--- src/logic/enable_gen_pkg.sv ---
/*
 * Enable generator shared definitions
 * Holds the AXI-lite bus widths, the register map offsets of the
 * enable generator and the enums for bus responses and bank states.
 */
package enable_gen_pkg;

    // AXI-lite byte address width, enough for the control, period and thresholds
    localparam int unsigned axil_addr_width = 8;

    // AXI-lite data width, one register per 32-bit word
    localparam int unsigned axil_data_width = 32;

    // One strobe bit per data byte
    localparam int unsigned axil_strb_width = axil_data_width / 8;

    // Control register, only bit 0 is stored and acts as the run bit
    localparam logic [axil_addr_width-1:0] reg_control_offset = 8'h00;

    // Period of the pulse trains in clock cycles
    localparam logic [axil_addr_width-1:0] reg_period_offset = 8'h04;

    // Threshold i sits at this address plus 4 times i
    localparam logic [axil_addr_width-1:0] reg_threshold_base = 8'h08;

    // AXI response codes, EXOKAY and DECERR are never produced here
    typedef enum logic [1:0] {
        okay   = 2'b00,
        slverr = 2'b10
    } axil_resp_e;

    // Register bank FSM states
    // A response state is held until the master takes the response
    typedef enum logic [1:0] {
        idle,
        write_resp,
        read_resp
    } bank_state_e;

endpackage

--- src/logic/axil_if.sv ---
/*
 * AXI-lite bus interface
 * Carries the five AXI-lite channels without the protection signals.
 * The master modport drives requests, the slave modport the responses.
 */
`timescale 1ns/1ps

interface axil_if import enable_gen_pkg::*; ();

    // Write address channel
    logic [axil_addr_width-1:0] awaddr;
    logic                       awvalid;
    logic                       awready;

    // Write data channel
    logic [axil_data_width-1:0] wdata;
    logic [axil_strb_width-1:0] wstrb;
    logic                       wvalid;
    logic                       wready;

    // Write response channel
    axil_resp_e                 bresp;
    logic                       bvalid;
    logic                       bready;

    // Read address channel
    logic [axil_addr_width-1:0] araddr;
    logic                       arvalid;
    logic                       arready;

    // Read data channel
    logic [axil_data_width-1:0] rdata;
    axil_resp_e                 rresp;
    logic                       rvalid;
    logic                       rready;

    // The master issues requests and accepts the responses
    modport master (
        output awaddr, awvalid, wdata, wstrb, wvalid, bready, araddr, arvalid, rready,
        input  awready, wready, bresp, bvalid, arready, rdata, rresp, rvalid
    );

    // The slave accepts requests and returns responses
    modport slave (
        input  awaddr, awvalid, wdata, wstrb, wvalid, bready, araddr, arvalid, rready,
        output awready, wready, bresp, bvalid, arready, rdata, rresp, rvalid
    );

endinterface

--- src/logic/axil_register_bank.sv ---
/*
 * AXI-lite register bank
 * Holds the run bit, the period and one threshold per enable output.
 * Accepts one request at a time, writes have priority over reads,
 * and unmapped or unaligned addresses are answered with SLVERR.
 */
`timescale 1ns/1ps

module axil_register_bank import enable_gen_pkg::*; #(
    parameter int N_ENABLES     = 3,
    parameter int COUNTER_WIDTH = 16
) (
    input  logic                     clock,
    input  logic                     rst_n,
    axil_if.slave                    axil,
    output logic                     run_bit,
    output logic [COUNTER_WIDTH-1:0] period,
    output logic [COUNTER_WIDTH-1:0] thresholds [N_ENABLES]
);

    bank_state_e                state;
    logic                       write_accept;
    logic                       read_accept;
    logic                       wr_hit_control;
    logic                       wr_hit_period;
    logic [N_ENABLES-1:0]       wr_hit_threshold;
    logic                       wr_addr_ok;
    logic [axil_data_width-1:0] control_merged;
    logic [axil_data_width-1:0] period_merged;
    logic [axil_data_width-1:0] threshold_merged [N_ENABLES];
    logic [axil_data_width-1:0] rd_word;
    logic                       rd_addr_ok;

    // Replaces the bytes of old_word whose strobe bit is set
    function automatic logic [axil_data_width-1:0] strobe_merge(
        input logic [axil_data_width-1:0] old_word,
        input logic [axil_data_width-1:0] new_word,
        input logic [axil_strb_width-1:0] strb
    );
        logic [axil_data_width-1:0] result;
        result = old_word;
        for (int b = 0; b < axil_strb_width; b++) begin
            if (strb[b]) begin
                result[8*b +: 8] = new_word[8*b +: 8];
            end
        end
        return result;
    endfunction

    // Both write channels must be valid together, a read only wins when no write is offered
    assign write_accept = (state == idle) && axil.awvalid && axil.wvalid;
    assign read_accept  = (state == idle) && axil.arvalid && !write_accept;

    assign axil.awready = write_accept;
    assign axil.wready  = write_accept;
    assign axil.arready = read_accept;
    assign axil.bvalid  = (state == write_resp);
    assign axil.rvalid  = (state == read_resp);

    // Only exact word addresses match, so unaligned accesses fall out of the map
    always_comb begin
        wr_hit_control = (axil.awaddr == reg_control_offset);
        wr_hit_period  = (axil.awaddr == reg_period_offset);
        for (int i = 0; i < N_ENABLES; i++) begin
            wr_hit_threshold[i] = (axil.awaddr == reg_threshold_base + 4 * i);
        end
    end

    assign wr_addr_ok = wr_hit_control || wr_hit_period || (|wr_hit_threshold);

    // Current contents widened to a bus word, then merged with the strobed bytes
    always_comb begin
        control_merged = strobe_merge(axil_data_width'(run_bit), axil.wdata, axil.wstrb);
        period_merged  = strobe_merge(axil_data_width'(period), axil.wdata, axil.wstrb);
        for (int i = 0; i < N_ENABLES; i++) begin
            threshold_merged[i] = strobe_merge(axil_data_width'(thresholds[i]),
                                               axil.wdata, axil.wstrb);
        end
    end

    // Read mux, bits above the stored width come back as zero
    always_comb begin
        rd_word    = '0;
        rd_addr_ok = 1'b0;
        if (axil.araddr == reg_control_offset) begin
            rd_word    = axil_data_width'(run_bit);
            rd_addr_ok = 1'b1;
        end else if (axil.araddr == reg_period_offset) begin
            rd_word    = axil_data_width'(period);
            rd_addr_ok = 1'b1;
        end
        for (int i = 0; i < N_ENABLES; i++) begin
            if (axil.araddr == reg_threshold_base + 4 * i) begin
                rd_word    = axil_data_width'(thresholds[i]);
                rd_addr_ok = 1'b1;
            end
        end
    end

    // FSM and register storage
    always_ff @(posedge clock) begin
        if (!rst_n) begin
            state   <= idle;
            run_bit <= 1'b0;
            period  <= '0;
            for (int i = 0; i < N_ENABLES; i++) begin
                thresholds[i] <= '0;
            end
        end else begin
            case (state)
                idle: begin
                    if (write_accept) begin
                        // Registers change at the handshake edge itself
                        if (wr_hit_control) begin
                            run_bit <= control_merged[0];
                        end
                        if (wr_hit_period) begin
                            period <= period_merged[COUNTER_WIDTH-1:0];
                        end
                        for (int i = 0; i < N_ENABLES; i++) begin
                            if (wr_hit_threshold[i]) begin
                                thresholds[i] <= threshold_merged[i][COUNTER_WIDTH-1:0];
                            end
                        end
                        state <= write_resp;
                    end else if (read_accept) begin
                        state <= read_resp;
                    end
                end
                write_resp: begin
                    if (axil.bready) begin
                        state <= idle;
                    end
                end
                read_resp: begin
                    if (axil.rready) begin
                        state <= idle;
                    end
                end
                default: state <= idle;
            endcase
        end
    end

    // Response payloads are captured once per request and held until taken
    always_ff @(posedge clock) begin
        if (write_accept) begin
            if (wr_addr_ok) begin
                axil.bresp <= okay;
            end else begin
                axil.bresp <= slverr;
            end
        end
        if (read_accept) begin
            axil.rdata <= rd_word;
            if (rd_addr_ok) begin
                axil.rresp <= okay;
            end else begin
                axil.rresp <= slverr;
            end
        end
    end

    // A stalled write response keeps its valid and its code
    bresp_stable: assert property (@(posedge clock) disable iff (!rst_n)
        axil.bvalid && !axil.bready |=> axil.bvalid && $stable(axil.bresp));

    // A stalled read response keeps its valid, data and code
    rresp_stable: assert property (@(posedge clock) disable iff (!rst_n)
        axil.rvalid && !axil.rready |=>
            axil.rvalid && $stable(axil.rdata) && $stable(axil.rresp));

endmodule

--- src/logic/enable_gen_top.sv ---
/*
 * Enable generator top level
 * Collects the flat AXI-lite ports into one bus and hands it to the generator.
 */
`timescale 1ns/1ps

module enable_gen_top import enable_gen_pkg::*; #(
    parameter int N_ENABLES     = 3,
    parameter int COUNTER_WIDTH = 16
) (
    input  logic                       clock,
    input  logic                       rst_n,
    input  logic                       gen_enable_in,
    output logic [N_ENABLES-1:0]       enable_out,

    // AXI-lite slave port
    input  logic [axil_addr_width-1:0] s_axil_awaddr,
    input  logic                       s_axil_awvalid,
    output logic                       s_axil_awready,
    input  logic [axil_data_width-1:0] s_axil_wdata,
    input  logic [axil_strb_width-1:0] s_axil_wstrb,
    input  logic                       s_axil_wvalid,
    output logic                       s_axil_wready,
    output logic [1:0]                 s_axil_bresp,
    output logic                       s_axil_bvalid,
    input  logic                       s_axil_bready,
    input  logic [axil_addr_width-1:0] s_axil_araddr,
    input  logic                       s_axil_arvalid,
    output logic                       s_axil_arready,
    output logic [axil_data_width-1:0] s_axil_rdata,
    output logic [1:0]                 s_axil_rresp,
    output logic                       s_axil_rvalid,
    input  logic                       s_axil_rready
);

    axil_if axil ();

    // Requests from the ports onto the bus
    assign axil.awaddr  = s_axil_awaddr;
    assign axil.awvalid = s_axil_awvalid;
    assign axil.wdata   = s_axil_wdata;
    assign axil.wstrb   = s_axil_wstrb;
    assign axil.wvalid  = s_axil_wvalid;
    assign axil.bready  = s_axil_bready;
    assign axil.araddr  = s_axil_araddr;
    assign axil.arvalid = s_axil_arvalid;
    assign axil.rready  = s_axil_rready;

    // Responses back out, enum codes leave as raw two-bit values
    assign s_axil_awready = axil.awready;
    assign s_axil_wready  = axil.wready;
    assign s_axil_bresp   = axil.bresp;
    assign s_axil_bvalid  = axil.bvalid;
    assign s_axil_arready = axil.arready;
    assign s_axil_rdata   = axil.rdata;
    assign s_axil_rresp   = axil.rresp;
    assign s_axil_rvalid  = axil.rvalid;

    enable_generator #(
        .N_ENABLES     (N_ENABLES),
        .COUNTER_WIDTH (COUNTER_WIDTH)
    ) enable_generator_inst (
        .clock         (clock),
        .rst_n         (rst_n),
        .gen_enable_in (gen_enable_in),
        .enable_out    (enable_out),
        .axil          (axil)
    );

endmodule

--- src/logic/enable_generator.sv ---
/*
 * Enable pulse generator
 * A register bank programs a common period and one threshold per output.
 * Each output pulses for one cycle after the shared count meets its
 * threshold, which gives pulse trains of equal period and fixed phase.
 */
`timescale 1ns/1ps

module enable_generator #(
    parameter int N_ENABLES     = 3,
    parameter int COUNTER_WIDTH = 16
) (
    input  logic                 clock,
    input  logic                 rst_n,
    input  logic                 gen_enable_in,
    output logic [N_ENABLES-1:0] enable_out,
    axil_if.slave                axil
);

    logic                     run_bit;
    logic [COUNTER_WIDTH-1:0] period;
    logic [COUNTER_WIDTH-1:0] thresholds [N_ENABLES];
    logic [COUNTER_WIDTH-1:0] count;
    logic                     run_level;

    // The bus side holds the run bit, the period and the thresholds
    axil_register_bank #(
        .N_ENABLES     (N_ENABLES),
        .COUNTER_WIDTH (COUNTER_WIDTH)
    ) axil_register_bank_inst (
        .clock      (clock),
        .rst_n      (rst_n),
        .axil       (axil),
        .run_bit    (run_bit),
        .period     (period),
        .thresholds (thresholds)
    );

    // Either software or the external level may run the generator
    assign run_level = run_bit | gen_enable_in;

    // Shared timebase for all outputs
    period_counter #(
        .COUNTER_WIDTH (COUNTER_WIDTH)
    ) period_counter_inst (
        .clock  (clock),
        .rst_n  (rst_n),
        .run    (run_level),
        .period (period),
        .count  (count)
    );

    // One comparator per output
    // Each is a single compare followed by one flop, so every output lags its
    // threshold match by exactly one cycle and the relative phases are kept
    for (genvar i = 0; i < N_ENABLES; i++) begin : g_comparator
        logic hit;

        // Matches count only while running and only for a threshold below the period
        assign hit = run_level && (thresholds[i] < period) && (count == thresholds[i]);

        always_ff @(posedge clock) begin
            if (!rst_n) begin
                enable_out[i] <= 1'b0;
            end else begin
                enable_out[i] <= hit;
            end
        end
    end

endmodule

--- src/logic/period_counter.sv ---
/*
 * Period counter
 * Free-running count from zero to period minus one while run is high,
 * held at zero while run is low.
 */
`timescale 1ns/1ps

module period_counter #(
    parameter int COUNTER_WIDTH = 16
) (
    input  logic                     clock,
    input  logic                     rst_n,
    input  logic                     run,
    input  logic [COUNTER_WIDTH-1:0] period,
    output logic [COUNTER_WIDTH-1:0] count
);

    logic [COUNTER_WIDTH-1:0] last_count;
    logic                     wrap;

    // Last value of the count before it returns to zero
    assign last_count = period - COUNTER_WIDTH'(1);

    // A period of 0 or 1 pins the count at zero
    // Comparing with >= also recovers when the period shrinks below the count
    assign wrap = (period <= COUNTER_WIDTH'(1)) || (count >= last_count);

    always_ff @(posedge clock) begin
        if (!rst_n) begin
            count <= '0;
        end else if (!run) begin
            // Stopping restarts the phase, the next run begins from zero
            count <= '0;
        end else if (wrap) begin
            count <= '0;
        end else begin
            count <= count + COUNTER_WIDTH'(1);
        end
    end

    // Once running with a steady period, the count never reaches the period
    count_in_range: assert property (@(posedge clock) disable iff (!rst_n)
        run && $past(run) && (period > COUNTER_WIDTH'(1)) && (period == $past(period))
            |-> count < period);

endmodule

--- config.mk ---
export PLATFORM = sky130hd
export DESIGN_NAME = enable_gen_top
export DESIGN_NICKNAME = d
export VERILOG_FILES = /design/src/logic/enable_gen_pkg.sv /design/src/logic/axil_if.sv /design/src/logic/axil_register_bank.sv /design/src/logic/enable_gen_top.sv /design/src/logic/enable_generator.sv /design/src/logic/period_counter.sv
export SDC_FILE = /design/constraint.sdc
export NUM_CORES = 1
export LEC_CHECK = 0
export ABC_AREA = 1
export BUFFER_PORTS_ARGS = -buffer_cell sky130_fd_sc_hd__buf_2
export CAP_MARGIN = 20
export CORE_MARGIN = 1
export CORE_UTILIZATION = 58
export DETAILED_ROUTE_END_ITERATION = 7
export GPL_ROUTABILITY_DRIVEN = 0
export GPL_TIMING_DRIVEN = 0
export HOLD_SLACK_MARGIN = 0.02
export PLACE_DENSITY = 0.82
export SYNTH_ARGS = -nofsm -noshare
export SYNTH_HDL_FRONTEND = slang
export SYNTH_SLANG_ARGS = --single-unit
--- constraint.sdc ---
create_clock -name clock -period 3.3 [get_ports clock]
set_input_delay 0.165 -clock clock [delete_from_list [all_inputs] [get_ports clock]]
set_output_delay 0.165 -clock clock [all_outputs]
set_load 0.1 [all_outputs]
Yosys cells after proc, flatten, opt, wreduce, memory -nomap -nowiden:

Index checks and enable logic that the tools add are counted.

* bitwise gates (word level): 3
* equal/unequal tests: 16
* $add $sub $neg: 2
* reductions and logical operators: 30
* multiplexer cells: 17
* $lt $le $gt $ge: 5

Operators by type and width (count)
* two-way mux 16 bit: 5
* == test 16 bit: 3
* less-than comparator 16 bit: 3
* AND reduction 4 bit: 9
* == test 8 x 4 -> 1 bit (second input constant): 4
* adder 16 x 1 -> 16 bit (second input constant): 1
* == test 8 x 3 -> 1 bit (second input constant): 2
* == test 8 x 5 -> 1 bit (second input constant): 2
* greater-or-equal comparator 16 bit: 1
* less-or-equal comparator 16 x 1 -> 1 bit (second input constant): 1
* logical NOT 8 bit: 2
* subtractor 16 x 1 -> 16 bit (second input constant): 1
* two-way mux 2 bit: 6
* logical AND 1 bit: 10
* one-hot mux 2 bit (3 select lines): 1
* OR reduction 3 bit: 2
* two-way mux 1 bit: 5
* inequality test 2 x 1 -> 1 bit (second input constant): 2
* OR reduction 4 bit: 1
* logical OR 1 bit: 3
* inequality test 3 bit (second input constant): 1
* AND reduction 3 bit: 1
* == test 2 x 1 -> 1 bit (second input constant): 1
* == test 2 bit (second input constant): 1
* 4 further kinds: 5

* flip-flop bits (word level): 122
* logic and storage cells: 91
* bits of input ports: 60

Longest topological paths before layout:

* depth after elaboration: 8
* gate-level depth with buffers: 19

Hierarchy:

Synthesis repeated with hierarchy kept, for this count alone.

* cells, all modules: 1124
* area total of the unflattened synthesis: 7531.0 um^2

By module, submodules not included
* axil_register_bank: seq. area each 1881.8 um^2, area an instance 4236.6 um^2, cells an instance 611, times used 1
* enable_generator: seq. area each 60.1 um^2, area an instance 1805.5 um^2, cells an instance 300, times used 1
* period_counter: seq. area each 320.3 um^2, area an instance 1488.9 um^2, cells an instance 213, times used 1

Worst setup path before layout:

OpenSTA, ideal clock, no wires.

* kind: reg2reg
* start: register enable_generator_inst.axil_register_bank_inst.period[1]
* end: register enable_generator_inst.period_counter_inst.count[4]
* data arrival time: 2.405 ns
* slack: 0.822 ns
* setup time: 0.073 ns
* cell stages (with the launch flop): 20
* path through: dfxtp_1 > inv_1 > nand2_1 > nor2_1 > nand2_1 > nor2_1 > nand2_1 > nor2_1 > nand2_1 > xor2_1 > inv_1 > ha_1 > nand2_1 > inv_1 > nand2_1 > nand3_1 > a21oi_1 > nand4_2 > buf_6 > nor3_2

* longest elaborated chain between the ends: 4
* elaborated cells on any way between the ends: 5
* classes of those cells: add/sub: 1; order compare: 2; reduce/logical: 2

Ends and longest elaborated chain
* start: declaration: line axil_register_bank.sv:17 `output logic [COUNTER_WIDTH-1:0] period,`
* start signal: assignment: line axil_register_bank.sv:118 `period <= period_merged[COUNTER_WIDTH-1:0];`
* subtractor 16 x 1 -> 16 bit: line period_counter.sv:22 `assign last_count = period - COUNTER_WIDTH'(1);`
* greater-or-equal comparator 16 bit: line period_counter.sv:26 `assign wrap = (period <= COUNTER_WIDTH'(1)) || (count >= last_count);`
* logical OR 1 bit (*): line period_counter.sv:26
* OR reduction 3 bit (no source line) (*)
* end signal: assignment: line period_counter.sv:37 `count <= count + COUNTER_WIDTH'(1);`
* end: declaration: line period_counter.sv:15 `output logic [COUNTER_WIDTH-1:0] count`

Mark *: on every way between the ends. The rest lies on a longest branch, timed or not.
A chain may end at the register's enable or synchronous reset.

Worst setup path after layout:

* start: register enable_generator_inst.axil_register_bank_inst.period[8]
* end: register enable_generator_inst.period_counter_inst.count[13]

Same word-level chain as after synthesis.

==> flow_summary.ini <==
[status]
status = completed

[power]
intPower_mw = 1.934
p_comb_share_pct = 13.5
power_density_nw_per_um2 = 348.6
switching_share_pct = 29.55
p_clk_share_pct = 38.9
ir_worst_vdd_mv = 0.3461
power_switching_uw = 811.1
power_frac_seq_pct = 47.6
p_leak_nw = 3.503

[worst_setup_path]
worstPathRequired_ps = 3570
cp-start-kind = flip-flop
path_buf_inv = 4
cp_slowest_stage_delay_ps = 370
end_kind = flip-flop
path_cells = inv_1 > nand3_1 > nor2_2 > nand2_1 > nor2_1 > nand2_1 > xor2_1 > inv_1 > ha_1 > nand2_1 > inv_1 > nand2_1 > nand3_1 > a21oi_1 > nand4_2 > buf_4 > nor3_1
ff2ff_path_depth = 17
path_max_fanout = 7
ff2ff_setup_slack_ps = 260
worstPathArrival_ps = 3320
path_delay_family = simple AND/OR/NAND/NOR gates
crit_path_frequent_cell = nand2_1
cpMaxStageDelayCell = dfxtp_1
worstSetupPathType = reg -> reg

[synth]
synthXorXnorAreaFrac_pct = 5.006
synth_fa_ha_area_share_pct = 11.44
synth-edff-count = 18
postSynthCellCount = 936
yosys.area_share.simple_pct = 25.87
synth_mux_area_share_pct = 0
synth_compound_area_share_pct = 14.77
synthDistinctLibCells = 44
synthArstFlopShare_pct = 0
synth_top_family_by_area = simple AND/OR/NAND/NOR gates
netlist_area_um2 = 6998
yosysWarningCount = 0
ys_ff_latch = 104
yosysSeqAreaShare_pct = 32.33
ys.flop_type = dfxtp_1
avgSynthCellArea_um2 = 7.476

[global_routing]
met3_usage_pct = 7.893
use_met2_pct = 52.75
grt_overflow = 0
antenna_found_initial = 0
grt_util_met1_pct = 42.51
grt.busiest_layer = met2
grt_max_degree = 19
grt_pass1_vias = 6256
grtUsageTotal_pct = 33.27
grt_pass1_wl_um = 31840

[drt]
ant_nets = 0
avgRoutedWirePerCell_um = 17.28
finalWirelength_um = 20390
via_count = 6818
drtIter0Drc = 668
vias_per_cell = 5.778
drtPass1Iterations = 7
drc = 0

[timing]
setup_ws_ps = 257.4
setup_viol_count_final = 0
tightestPinTransition_ps = 875.7
fin_crit_sh_pct = 92.20
slew_violations = 0
rsz0062_at_grt = no
slew_headroom_pct = 41.55
finalHoldViolCount = 0
setup-tns-final_ps = 0
fin_crit_ps = 3043
max_freq_mhz = 328.7
worst_hold_slack_ps = 62.88
fin_skew_ps = 5.727

[finish]
final-instance-count-excl-fill = 1180
fin_nets = 1156
mostFrequentLayoutCell = nand2_1
drive_gt1_share_pct = 16.68
diodes = 0
final_area_um2 = 7876
syn2layout_area_growth_pct = 12.55
layout_common_cells = 163 x nand2_1, 107 x nor2_1, 102 x inv_1
fill_cells = 978

[cts]
postCtsHoldBufs = 0
insertion_delay_ps = 360
ctsLongestPathBuffers = 2
cts_buffers = 9
cts_root_buf = clkbuf_16
ctsHtreeMaxLevel = 3
cts.sink_count = 104
cts_tree = yes
clkTransAtPathRegs_ps = 70

[floorplanning]
die-area_um2 = 12510
dieWidth_um = 111.8
core_um2 = 11560
die_y_um = 111.8
row_count = 39
io_pins = 104
start_util_pct = 60.51

[placed_design]
post-place-ws_ps = 84.67
dp_hpwl_um = 16120
place_area_um2 = 7576
portBuffers = 67
dp_cells = 1163

[worst_hold_path]
hold_class = in -> reg
hp-start = s_axil_rready
min_delay_path_depth = 4

[flow_run]
max-cap-violations = 0
==> registers in the layout, summed over array words and instances, names as in the netlist <==
name / flops
enable_generator_inst.axil_register_bank_inst.axil.rdata: 16
enable_generator_inst.axil_register_bank_inst.axil.rresp: 1
enable_generator_inst.axil_register_bank_inst.state: 2
enable_generator_inst.period_counter_inst.count: 16
enable_generator_inst.axil_register_bank_inst.axil.bresp: 1
enable_generator_inst.enable_out: 3
enable_generator_inst.axil_register_bank_inst.thresholds: 48
enable_generator_inst.axil_register_bank_inst.run_bit: 1
enable_generator_inst.axil_register_bank_inst.period: 16
==> synth_stat cells, types with 6 or more instances <==
library cell,count,area share [%]
nand2_1,163,8.7
nor2_1,108,5.8
inv_1,104,5.6
dfxtp_1,86,25
ha_1,64,11
a21oi_1,60,4.3
o21ai_0,51,3.6
nor3_1,37,2.6
xor2_1,26,3.3
buf_4,25,2.7
nand3_1,25,1.8
o2111ai_1,22,2.8
edfxtp_1,18,7.7
o21ai_1,17,1.2
nand4_1,15,1.3
xnor2_1,14,1.8
nor3_2,13,1.9
a211oi_1,9,0.97
clkbuf_1,9,0.48
buf_2,8,0.57
inv_2,8,0.43
o22ai_1,8,0.72
nand2_2,7,0.63
nor2_2,6,0.54
==> tightest hold or removal path: stages <==
cell and delay, ps:
buf_2 70, inv_1 30, nand2_1 50, a21oi_1 50
==> area by class of cell <==
| type | count | area (um2) | share of cell area, % |
|---|---|---|---|
| sequential | 104 | 2262 | 28.72 |
| clock inverter | 5 | 36.28 | 0.4607 |
| multi-input combinational | 689 | 4065 | 51.61 |
| tap | 143 | 178.9 | 2.272 |
| inverter | 114 | 430.4 | 5.465 |
| timing repair buffer | 68 | 342.8 | 4.353 |
| buffer | 46 | 306.5 | 3.892 |
| clock buffer | 11 | 254.0 | 3.225 |
==> routing by layer <==
metal  wire (um)  share of wire, %
met5           0                 0
met4        1000               4.9
met3        2166                11
met2        8979                44
met1        8241                40
==> cell families after synthesis <==
logic type	Yosys count
AND/OR/NAND/NOR	390
AO/OA/AOI/OAI	177
buffers and inverters	160
flip-flops	104
adder cells (fa/ha/maj)	64
XOR/XNOR	40
other	1
==> power by group through the flow <==
stage	logic (mW)	registers [mW]	clock network (mW)
finish	0.371	1.31	1.07
global route	0.386	1.31	1.12
CTS	0.369	1.31	1.07
detailed placement	0.368	1.34	0
global placement	0.366	1.34	0
floorplan	0.211	1.42	0
==> metrics by stage <==
stage	total power, mW	util, %
2_1_floorplan	1.631	-
3_3_place_gp	1.702	65.51
3_5_place_dp	1.705	65.51
4_1_cts	2.747	68.02
5_1_grt	2.813	68.11
6_report	2.745	68.11
==> worst max-delay path by stage <==
stage                         start  slack [ps]         to  depth (start not counted)
after floorplan           flip-flop         820  flip-flop                         19
after global placement    flip-flop         160  flip-flop                         19
after detailed placement  flip-flop          80  flip-flop                         19
after CTS                 flip-flop          60  flip-flop                         19
after global routing      flip-flop           7  flip-flop                         19
final                     flip-flop         260  flip-flop                         17
==> what timing repair did <==
| item | in CTS | in global routing |
|---|---|---|
| endpoints found under the setup margin | 0 | 16 |
| gates resized for setup | 0 | 3 |
| buffers inserted | 0 | 1 |
(Power assumes the default switching activity.)
